## src/hw/alu_pkg.sv

```systemverilog
package alu_pkg;

  typedef enum logic [1:0] {
    SIZE_8   = 2'd0,
    SIZE_16  = 2'd1,
    SIZE_32  = 2'd2,
    SIZE_RSV = 2'd3
  } op_size_t;

  // cf is the lsb.
  typedef struct packed {
    logic of;
    logic sf;
    logic zf;
    logic af;
    logic pf;
    logic cf;
  } alu_flags_t;

  typedef struct packed {
    logic [31:0] a;
    logic [31:0] b;
    logic        cin;
    op_size_t    size;
  } alu_req_t;

  typedef struct packed {
    logic [31:0] sum;
    alu_flags_t  flags;
  } alu_rsp_t;

  ////////////////////////////////////////
  // register map.
  ////////////////////////////////////////
  localparam logic [7:0] REG_A      = 8'h00;
  localparam logic [7:0] REG_B      = 8'h04;
  localparam logic [7:0] REG_CTRL   = 8'h08;
  localparam logic [7:0] REG_STATUS = 8'h0C;
  localparam logic [7:0] REG_RESULT = 8'h10;
  localparam logic [7:0] REG_FLAGS  = 8'h14;

  localparam int unsigned CTRL_SIZE_LSB   = 0;  // two bits.
  localparam int unsigned CTRL_CIN_BIT    = 2;
  localparam int unsigned CTRL_GO_BIT     = 8;  // write only.
  localparam int unsigned STATUS_DONE_BIT = 0;

endpackage

```

## src/hw/add_flags.sv

```systemverilog
`timescale 1ns/1ns

module add_flags (
  input  logic [31:0]          a,
  input  logic [31:0]          b,
  input  logic [31:0]          s,
  input  logic                 c32,
  input  logic                 c16,
  input  logic                 c8,
  input  logic                 c4,
  input  alu_pkg::op_size_t    size,
  output alu_pkg::alu_flags_t  flags
);

  import alu_pkg::*;

  alu_flags_t flag8;
  alu_flags_t flag16;
  alu_flags_t flag32;
  logic       par_lo;

  assign par_lo = ~^s[7:0];  // even parity, low byte only.

  ////////////////////////////////////////
  // one flag set per operand size.
  ////////////////////////////////////////
  always_comb begin
    flag8.cf  = c8;
    flag8.pf  = par_lo;
    flag8.af  = c4;
    flag8.zf  = (s[7:0] == 8'd0);
    flag8.sf  = s[7];
    flag8.of  = (a[7] == b[7]) && (s[7] != a[7]);

    flag16.cf = c16;
    flag16.pf = par_lo;
    flag16.af = c4;
    flag16.zf = (s[15:0] == 16'd0);
    flag16.sf = s[15];
    flag16.of = (a[15] == b[15]) && (s[15] != a[15]);

    flag32.cf = c32;
    flag32.pf = par_lo;
    flag32.af = c4;
    flag32.zf = (s == 32'd0);
    flag32.sf = s[31];
    flag32.of = (a[31] == b[31]) && (s[31] != a[31]);
  end

  always_comb begin
    case (size)
      SIZE_8:  flags = flag8;
      SIZE_16: flags = flag16;
      SIZE_32: flags = flag32;
      default: flags = '0;  // reserved code.
    endcase
  end

endmodule

```

## src/hw/alu_add_unit.sv

```systemverilog
`timescale 1ns/1ns

module alu_add_unit (
  input  logic              clk,
  input  logic              reset,
  input  logic              start,
  input  alu_pkg::alu_req_t req,
  output alu_pkg::alu_rsp_t rsp,
  output logic              rsp_valid
);

  import alu_pkg::*;

  logic [31:0] sum;
  logic        c32;
  logic        c16;
  logic        c8;
  logic        c4;
  alu_flags_t  flags;

  cond_sum32 u_adder (
    .a(req.a), .b(req.b), .cin(req.cin),
    .s(sum), .cout(c32), .c16(c16), .c8(c8), .c4(c4)
  );

  add_flags u_flags (
    .a(req.a), .b(req.b), .s(sum),
    .c32(c32), .c16(c16), .c8(c8), .c4(c4),
    .size(req.size), .flags(flags)
  );

  ////////////////////////////////////////
  // response register.
  ////////////////////////////////////////
  always_ff @(posedge clk) begin
    if (start) begin
      rsp.sum   <= sum;
      rsp.flags <= flags;
    end
  end

  always_ff @(posedge clk) begin
    if (reset) begin
      rsp_valid <= 1'b0;
    end else begin
      rsp_valid <= start;  // one cycle pulse.
    end
  end

endmodule

```

## src/hw/alu_apb_regs.sv

```systemverilog
`timescale 1ns/1ns

module alu_apb_regs #(
  parameter int ADDR_W = 8
) (
  input  logic              clk,
  input  logic              reset,
  input  logic [ADDR_W-1:0] paddr,
  input  logic              psel,
  input  logic              penable,
  input  logic              pwrite,
  input  logic [31:0]       pwdata,
  output logic [31:0]       prdata,
  output logic              pready,
  output logic              pslverr,
  output alu_pkg::alu_req_t req,
  output logic              start,
  input  alu_pkg::alu_rsp_t rsp,
  input  logic              rsp_valid
);

  import alu_pkg::*;

  logic [31:0] reg_a;
  logic [31:0] reg_b;
  op_size_t    ctrl_size;
  logic        ctrl_cin;
  logic        done;
  logic [31:0] reg_result;
  alu_flags_t  reg_flags;

  logic hit_a, hit_b, hit_ctrl, hit_status, hit_result, hit_flags;
  logic decoded;
  logic access;
  logic wr_ok;
  logic [31:0] ctrl_rd;

  ////////////////////////////////////////
  // address decode.
  ////////////////////////////////////////
  assign hit_a      = (paddr == ADDR_W'(REG_A));
  assign hit_b      = (paddr == ADDR_W'(REG_B));
  assign hit_ctrl   = (paddr == ADDR_W'(REG_CTRL));
  assign hit_status = (paddr == ADDR_W'(REG_STATUS));
  assign hit_result = (paddr == ADDR_W'(REG_RESULT));
  assign hit_flags  = (paddr == ADDR_W'(REG_FLAGS));
  assign decoded    = hit_a | hit_b | hit_ctrl | hit_status | hit_result | hit_flags;

  assign access  = psel & penable;
  assign wr_ok   = access & pwrite & (hit_a | hit_b | hit_ctrl);
  assign pready  = 1'b1;  // no wait states.
  assign pslverr = access & (~decoded | (pwrite & (hit_status | hit_result | hit_flags)));

  always_comb begin
    ctrl_rd = '0;
    ctrl_rd[CTRL_SIZE_LSB +: 2] = ctrl_size;
    ctrl_rd[CTRL_CIN_BIT]       = ctrl_cin;
  end

  always_comb begin
    prdata = '0;
    if (psel) begin
      if (hit_a)      prdata = reg_a;
      if (hit_b)      prdata = reg_b;
      if (hit_ctrl)   prdata = ctrl_rd;  // go reads as 0.
      if (hit_status) prdata[STATUS_DONE_BIT] = done;
      if (hit_result) prdata = reg_result;
      if (hit_flags)  prdata = {26'd0, reg_flags};
    end
  end

  ////////////////////////////////////////
  // register updates.
  ////////////////////////////////////////
  always_ff @(posedge clk) begin
    if (reset) begin
      reg_a      <= '0;
      reg_b      <= '0;
      ctrl_size  <= SIZE_8;
      ctrl_cin   <= 1'b0;
      start      <= 1'b0;
      done       <= 1'b0;
      reg_result <= '0;
      reg_flags  <= '0;
    end else begin
      start <= wr_ok & hit_ctrl & pwdata[CTRL_GO_BIT];
      if (wr_ok && hit_a) reg_a <= pwdata;
      if (wr_ok && hit_b) reg_b <= pwdata;
      if (rsp_valid) begin
        reg_result <= rsp.sum;
        reg_flags  <= rsp.flags;
        done       <= 1'b1;
      end
      if (wr_ok && hit_ctrl) begin
        ctrl_size <= op_size_t'(pwdata[CTRL_SIZE_LSB +: 2]);
        ctrl_cin  <= pwdata[CTRL_CIN_BIT];
        done      <= 1'b0;  // newest event wins.
      end
    end
  end

  assign req = '{a: reg_a, b: reg_b, cin: ctrl_cin, size: ctrl_size};

endmodule

```

## src/hw/alu_top.sv

```systemverilog
`timescale 1ns/1ns

module alu_top #(
  parameter int ADDR_W = 8
) (
  input  logic              clk,
  input  logic              reset,
  input  logic [ADDR_W-1:0] paddr,
  input  logic              psel,
  input  logic              penable,
  input  logic              pwrite,
  input  logic [31:0]       pwdata,
  output logic [31:0]       prdata,
  output logic              pready,
  output logic              pslverr
);

  import alu_pkg::*;

  alu_req_t req;
  alu_rsp_t rsp;
  logic     start;
  logic     rsp_valid;

  alu_apb_regs #(.ADDR_W(ADDR_W)) u_regs (
    .clk(clk), .reset(reset),
    .paddr(paddr), .psel(psel), .penable(penable), .pwrite(pwrite), .pwdata(pwdata),
    .prdata(prdata), .pready(pready), .pslverr(pslverr),
    .req(req), .start(start), .rsp(rsp), .rsp_valid(rsp_valid)
  );

  alu_add_unit u_add (
    .clk(clk), .reset(reset), .start(start),
    .req(req), .rsp(rsp), .rsp_valid(rsp_valid)
  );

endmodule

```

## src/hw/cond_sum16.sv

```systemverilog
`timescale 1ns/1ns

module cond_sum16 (
  input  logic [15:0] a,
  input  logic [15:0] b,
  input  logic        cin,
  output logic [15:0] s,
  output logic        cout,
  output logic        c8,
  output logic        c4
);

  ////////////////////////////////////////
  // level 1: 4-bit groups, both carry-ins.
  ////////////////////////////////////////
  logic [3:0][4:0] sum_c0;  // {carry, sum}.
  logic [3:0][4:0] sum_c1;

  for (genvar g = 0; g < 4; g++) begin : g_grp
    assign sum_c0[g] = {1'b0, a[4*g +: 4]} + {1'b0, b[4*g +: 4]};
    assign sum_c1[g] = {1'b0, a[4*g +: 4]} + {1'b0, b[4*g +: 4]} + 5'd1;
  end

  ////////////////////////////////////////
  // level 2: merge group pairs into bytes.
  ////////////////////////////////////////
  logic [1:0][8:0] pair_c0;
  logic [1:0][8:0] pair_c1;

  for (genvar p = 0; p < 2; p++) begin : g_pair
    // upper group picked by the carry of the lower one.
    assign pair_c0[p] = {sum_c0[2*p][4] ? sum_c1[2*p+1] : sum_c0[2*p+1],
                         sum_c0[2*p][3:0]};
    assign pair_c1[p] = {sum_c1[2*p][4] ? sum_c1[2*p+1] : sum_c0[2*p+1],
                         sum_c1[2*p][3:0]};
  end

  ////////////////////////////////////////
  // level 3: real carry selects.
  ////////////////////////////////////////
  logic [8:0] lo_byte;
  logic [8:0] hi_byte;

  assign lo_byte = cin ? pair_c1[0] : pair_c0[0];
  assign c4      = cin ? sum_c1[0][4] : sum_c0[0][4];  // out of bit 3.
  assign c8      = lo_byte[8];
  assign hi_byte = c8 ? pair_c1[1] : pair_c0[1];

  assign s    = {hi_byte[7:0], lo_byte[7:0]};
  assign cout = hi_byte[8];

endmodule

```

## src/hw/cond_sum32.sv

```systemverilog
`timescale 1ns/1ns

module cond_sum32 (
  input  logic [31:0] a,
  input  logic [31:0] b,
  input  logic        cin,
  output logic [31:0] s,
  output logic        cout,
  output logic        c16,
  output logic        c8,
  output logic        c4
);

  logic [15:0] s_hi0;
  logic [15:0] s_hi1;
  logic        cout_hi0;
  logic        cout_hi1;

  cond_sum16 u_low (
    .a(a[15:0]), .b(b[15:0]), .cin(cin),
    .s(s[15:0]), .cout(c16), .c8(c8), .c4(c4)
  );

  // upper half precomputed for both carries.
  cond_sum16 u_high0 (
    .a(a[31:16]), .b(b[31:16]), .cin(1'b0),
    .s(s_hi0), .cout(cout_hi0), .c8(), .c4()
  );

  cond_sum16 u_high1 (
    .a(a[31:16]), .b(b[31:16]), .cin(1'b1),
    .s(s_hi1), .cout(cout_hi1), .c8(), .c4()
  );

  assign s[31:16] = c16 ? s_hi1 : s_hi0;
  assign cout     = c16 ? cout_hi1 : cout_hi0;

endmodule

```

## config.mk

```make
export PLATFORM = sky130hd
export DESIGN_NAME = alu_top
export DESIGN_NICKNAME = d
export VERILOG_FILES = /design/src/hw/alu_pkg.sv /design/src/hw/add_flags.sv /design/src/hw/alu_add_unit.sv /design/src/hw/alu_apb_regs.sv /design/src/hw/alu_top.sv /design/src/hw/cond_sum16.sv /design/src/hw/cond_sum32.sv
export SDC_FILE = /design/constraint.sdc
export NUM_CORES = 1
export LEC_CHECK = 0
export BUFFER_PORTS_ARGS = -buffer_cell sky130_fd_sc_hd__buf_4
export CORE_UTILIZATION = 30
export CTS_CLUSTER_DIAMETER = 100
export DETAILED_ROUTE_END_ITERATION = 8
export HOLD_SLACK_MARGIN = 0.12
export SLEW_MARGIN = 20
export SYNTH_ARGS = -nofsm -noshare
export SYNTH_HDL_FRONTEND = slang
export SYNTH_SLANG_ARGS = --single-unit
```

## constraint.sdc

```tcl
create_clock -name clk -period 9.3 [get_ports clk]
set_input_delay 1.395 -clock clk [delete_from_list [all_inputs] [get_ports clk]]
set_output_delay 1.395 -clock clk [all_outputs]
set_load 0.02 [all_outputs]
```

# Yosys cells after proc, flatten, opt, wreduce, memory -nomap -nowiden

Cells that the tools add are included.

Logic and storage cells: 102
Output and inout port bits: 34
Bits in registers: 146
Input port bits: 45

Reduce and logical (&&, ||, !) cells: 13
Equal/unequal tests: 13
Mux-type cells: 23
Bitwise gates (word level): 16
$add $sub $neg: 16

Operators with widths:

| operator                                                              | number |
|---|---|
| 32-bit 2-to-1 mux                                                     | 6 |
| 4-bit by 4-bit adder with 5-bit output                                | 8 |
| 5-bit by 1-bit adder with 5-bit output, second input constant         | 8 |
| 5-bit 2-to-1 mux                                                      | 8 |
| 9-bit 2-to-1 mux                                                      | 4 |
| 32-bit logical NOT                                                    | 1 |
| 6-bit case mux with 3 select lines                                    | 1 |
| 8-bit by 4-bit equality test with 1-bit output, second input constant | 2 |
| 8-bit by 5-bit equality test with 1-bit output, second input constant | 2 |
| 16-bit logical NOT                                                    | 1 |
| 8-bit logical NOT                                                     | 2 |
| 16-bit 2-to-1 mux                                                     | 1 |
| 8-bit by 3-bit equality test with 1-bit output, second input constant | 1 |
| 1-bit bitwise OR                                                      | 8 |
| 8-bit XNOR reduction                                                  | 1 |
| 1-bit bitwise AND                                                     | 7 |
| 1-bit logical AND                                                     | 6 |
| 1-bit equality test                                                   | 3 |
| 1-bit 2-to-1 mux                                                      | 3 |
| 1-bit inequality test                                                 | 3 |
| 2-bit by 1-bit equality test with 1-bit output, second input constant | 1 |
| 2-bit equality test, second input constant                            | 1 |
| 2-bit logical NOT                                                     | 1 |
| 2-bit OR reduction                                                    | 1 |
| 1-bit inverter                                                        | 1 |

# Longest topological paths before layout

Depth in word-level cells: 9
Gate-level depth with buffers: 17
Depth with buffers taken out: 17

# Modules after synthesis

A second synthesis with hierarchy kept.

Cells, all modules: 1010
Area total of the unflattened synthesis: 10119.7 sq um

Modules (own cells, without submodules):

| module                                 | sequential area each (sq um) | instances | area each (sq um) | cells an instance |
|---|---|---|---|---|
| alu_apb_regs                           | 2142.1                       | 1         | 5196.2            | 543 |
| cond_sum16 (u_add.u_adder.u_high0 ...) | 0.0                          | 2         | 1059.8            | 122 |
| alu_add_unit                           | 1161.1                       | 1         | 1174.9            | 40 |
| cond_sum16 (u_add.u_adder.u_low)       | 0.0                          | 1         | 1012.2            | 114 |
| add_flags                              | 0.0                          | 1         | 349.1             | 48 |
| cond_sum32                             | 0.0                          | 1         | 267.8             | 21 |

# Least setup slack after synthesis

OpenSTA, ideal clock, no wires.

Kind: input port to output port
From: in paddr[0]
To: out prdata[14]
Path slack: 4.247 ns
Data arrival time: 3.658 ns
Data required time: 7.905 ns
Cell stages on the path: 7
Cell sequence: or4_1 or3_1 nor3b_1 clkbuf_1 clkbuf_1 a222oi_1 nor2_1

Cells in the longest elaborated chain, start to end: 7

Ends and longest elaborated chain:

| item                  | line               | RTL |
|---|---|---|
| from (decl)           | alu_top.sv:8       | `input logic [ADDR_W-1:0] paddr,` |
| 8-bit logical NOT     | alu_apb_regs.sv:41 | `assign hit_a = (paddr == ADDR_W'(REG_A));` |
| 32-bit 2-to-1 mux     | alu_apb_regs.sv:63 | `if (hit_a) prdata = reg_a;` |
| 32-bit 2-to-1 mux     | alu_apb_regs.sv:64 | `if (hit_b) prdata = reg_b;` |
| 32-bit 2-to-1 mux     | alu_apb_regs.sv:65 | `if (hit_ctrl) prdata = ctrl_rd;` |
| 32-bit 2-to-1 mux     | alu_apb_regs.sv:67 | `if (hit_result) prdata = reg_result;` |
| 32-bit 2-to-1 mux (*) | alu_apb_regs.sv:68 | `if (hit_flags) prdata = {26'd0, reg_flags};` |
| 32-bit 2-to-1 mux (*) | alu_apb_regs.sv:62 | `if (psel) begin` |
| to (decl)             | alu_top.sv:13      | `output logic [31:0] prdata,` |

Mark *: on every way between the ends. The rest lies on a longest branch, timed or not.

# Worst setup path in the final report

From: in paddr[0]
To: out prdata[31]

Same word-level chain as after synthesis.

==> metrics.txt <==
TritonCTS Buffers 17; initial antenna violation count 0; Unique masters post-synth 78; Clk pin slew, worst setup/hold paths 0.06 ns; largest net degree at the start of global routing 77; cell taking the most area after synthesis dfxtp_1; status finished clean; final worst setup slack 3.87 ns; Area Growth Syn to Fin 18.1%; Final TNS setup 0 ns; Cells after Synth 923; PwrDens 140 nW/um2; final net count 1075; first-pass GRT wire length 36.1 mm; storage element area 3300 um2; Worst-Margin Slew 0.875 ns; Max Transition Viols Final 0; Setup crit start kind primary input; worst reg2reg endpoint u_add.rsp[3]; Core Area 27000 um2; WL per Instance 16.8 um; period utilization 58.4%; synth warn 0; CP endpoint kind output port; Worst Reg2Reg Path Length in Cells 17; vias post-DR 6793; crit path from paddr[0]; Routed Wire Length 22.4 mm; r2r startpoint u_regs.reg_a[0]; CP Data Arrival Time 4.03 ns; ys async rst share 0%; CTS tree done; hold slack 0.477 ns; vias in the first global route 6586; max_slew headroom 41.7%; Post-route DRC 0; Post-CTS Hold Fix Bufs 0; clk_lat worst skew 0.43 ns; RSZ-0062 raised after global routing no; Min Clock Period, post-route 5.43 ns; gr usage total 16.4%; layout cell share with drive strength beyond 1 15.0%; die area 28300 um2; FF-to-FF setup slack 4.70 ns; Max Freq 184 MHz; DRT antenna net count 0; GRT overflow 0; # setup viols final 0; setup bufs post-CTS 0; Initial Util 30.7%; syn_nets 1020; detailed placement HPWL 15.5 mm; root buf cell clkbuf_16; Max Cap Viol 0; CTS HTree Levels 4; CP Max Fanout 14; Filler Cell Count 2807; pre-CTS WS 3.84 ns; clock skew 0.00809 ns; sequential element share of the synthesized area 39.9%; Die Wd 168 um; Pwr Total 1.37 mW; final hold vios 0; HP Class reg2reg; worst endpoint required time 7.91 ns; Avg Vias per Cell 5.10; CTS max path bufs 2; Yosys reg bits 146; Detailed Route Iter0 Violations 493; row count 60; IO Pins 79; syn_area_per_cell 8.98 um2; number of port buffers 77; cts repair resizes 0; most used flip-flop cell after synthesis dfxtp_1; Hold EP u_regs.reg_b[30]; First-pass DRT Iterations 6; post-synth top area share 26.1%; Pleak 3.76 nW; clk sinks 146; Post-synth EDFFs 38; Min-Delay Path Depth 2; Die H 168 um; Post-Syn Area 8290 um2; HP Start u_regs.reg_b[30]; critical path class in2out; Placer Congestion 0.827; maximum VDD drop 102 uV; largest cells by area after synthesis dfxtp_1 26%, edfxtp_1 14%, nand2_1 7.7%; Multi-input gate area 4760 um2; n_diodes 0
==> power by group <==
group	total, mW	switching [mW]	internal (mW)	leakage, nW
Combinational	0.0374	0.0219	0.0155	2.32
Sequential	0.648	0.000140	0.648	1.14
Clock	0.688	0.269	0.419	0.301
==> cell usage after synthesis, types with 3 or more instances <==
cell / count
o22ai_1: 4
or3_1: 7
and2_1: 5
edfxtp_1: 38
and3_1: 4
clkbuf_1: 43
or2_2: 5
xor2_1: 18
a21o_1: 18
mux2_2: 6
nor2_1: 95
o21ai_0: 15
nand4_1: 9
or4_1: 5
nor4_1: 3
buf_1: 5
nor3_1: 6
a21oi_1: 91
mux2i_1: 48
a211oi_1: 3
nor3b_1: 5
nand3_1: 13
xnor2_1: 38
fa_1: 8
dfxtp_1: 108
nand2_1: 171
inv_1: 12
a31oi_1: 6
nand3b_1: 3
a222oi_1: 26
nor2b_1: 3
ha_1: 44
==> cell families (layout without fill, tap and decap cells) <==
kind of cell             count (synthesis)  in the layout  synth area share [%]
AND/OR/NAND/NOR                        352            352                  19.0
AO/OA/AOI/OAI                          193            193                  15.6
flip-flops                             146            146                  39.9
buffers and inverters                   63            131                  2.91
XOR/XNOR                                60             60                  6.87
multiplexers                            56             56                  7.16
adder cells (fa/ha/maj)                 52             52                  8.58
other                                    1              1                0.0453
==> cells in the final DEF (no fill, tap or decap), types with 5 or more instances in the layout <==
| cell | n |
|---|---|
| dfxtp_1 | 107 |
| nor3_1 | 5 |
| or3_1 | 7 |
| clkbuf_16 | 20 |
| mux2i_1 | 48 |
| buf_4 | 86 |
| and2_1 | 7 |
| a21oi_1 | 91 |
| nor2_1 | 94 |
| ha_1 | 44 |
| inv_4 | 5 |
| xor2_1 | 18 |
| or2_2 | 5 |
| a222oi_1 | 26 |
| mux2_2 | 6 |
| or4_1 | 5 |
| nand3_1 | 13 |
| inv_1 | 12 |
| nand2_1 | 170 |
| xnor2_1 | 38 |
| edfxtp_1 | 38 |
| a31oi_1 | 6 |
| nand4_1 | 9 |
| a21o_1 | 18 |
| o21ai_0 | 15 |
| fa_1 | 8 |
==> state kept, by name, summed over array words and instances (netlist names) <==
name	flops
u_regs.reg_result	32
u_add.rsp_valid	1
u_regs.ctrl_size	2
u_regs.reg_a	32
u_regs.start	1
u_add.rsp	38
u_regs.reg_b	32
u_regs.ctrl_cin	1
u_regs.done	1
u_regs.reg_flags	6
==> area by class of cell <==
cell class / count / share of cell area (%)
clock buffer: 27 / 5.79
sequential: 146 / 33.8
inverter: 13 / 0.499
tap: 341 / 4.36
multi-input combinational: 714 / 48.7
clock inverter: 5 / 0.320
timing repair buffer: 86 / 6.60
==> per-layer routing <==
metal | vias to the layer above | wire (um) | GRT usage [%]
met1 | 3204 | 10800 | 22.3
li1 | 3410 | - | -
met2 | 156 | 10200 | 25.9
met5 | - | 0 | 0
met3 | 23 | 1070 | 3.03
met4 | 0 | 416 | 5.85
==> worst max-delay path: stages <==
cell and delay (ns):
buf_4 0.10, or4_1 0.59, nor4b_1 0.61, nand2_1 0.21, nand2_1 0.52, buf_4 0.35, nor2_1 0.08, buf_4 0.17
==> how the worst max path moves through the flow <==
stage / end
floorplan: prdata[14]
global placement: prdata[15]
detailed placement: prdata[15]
CTS: prdata[15]
global route: prdata[27]
finish: prdata[31]
==> metrics by stage <==
step                instance area (um2)  cells  utilization (%)
floorplan                          8290    923                -
global placement                   9190   1300             34.0
detailed placement                 9190   1300             34.0
CTS                                9790   1332             36.2
global route                       9790   1332             36.2
finish                             9790   1332             36.2
(Power assumes the default switching activity.)
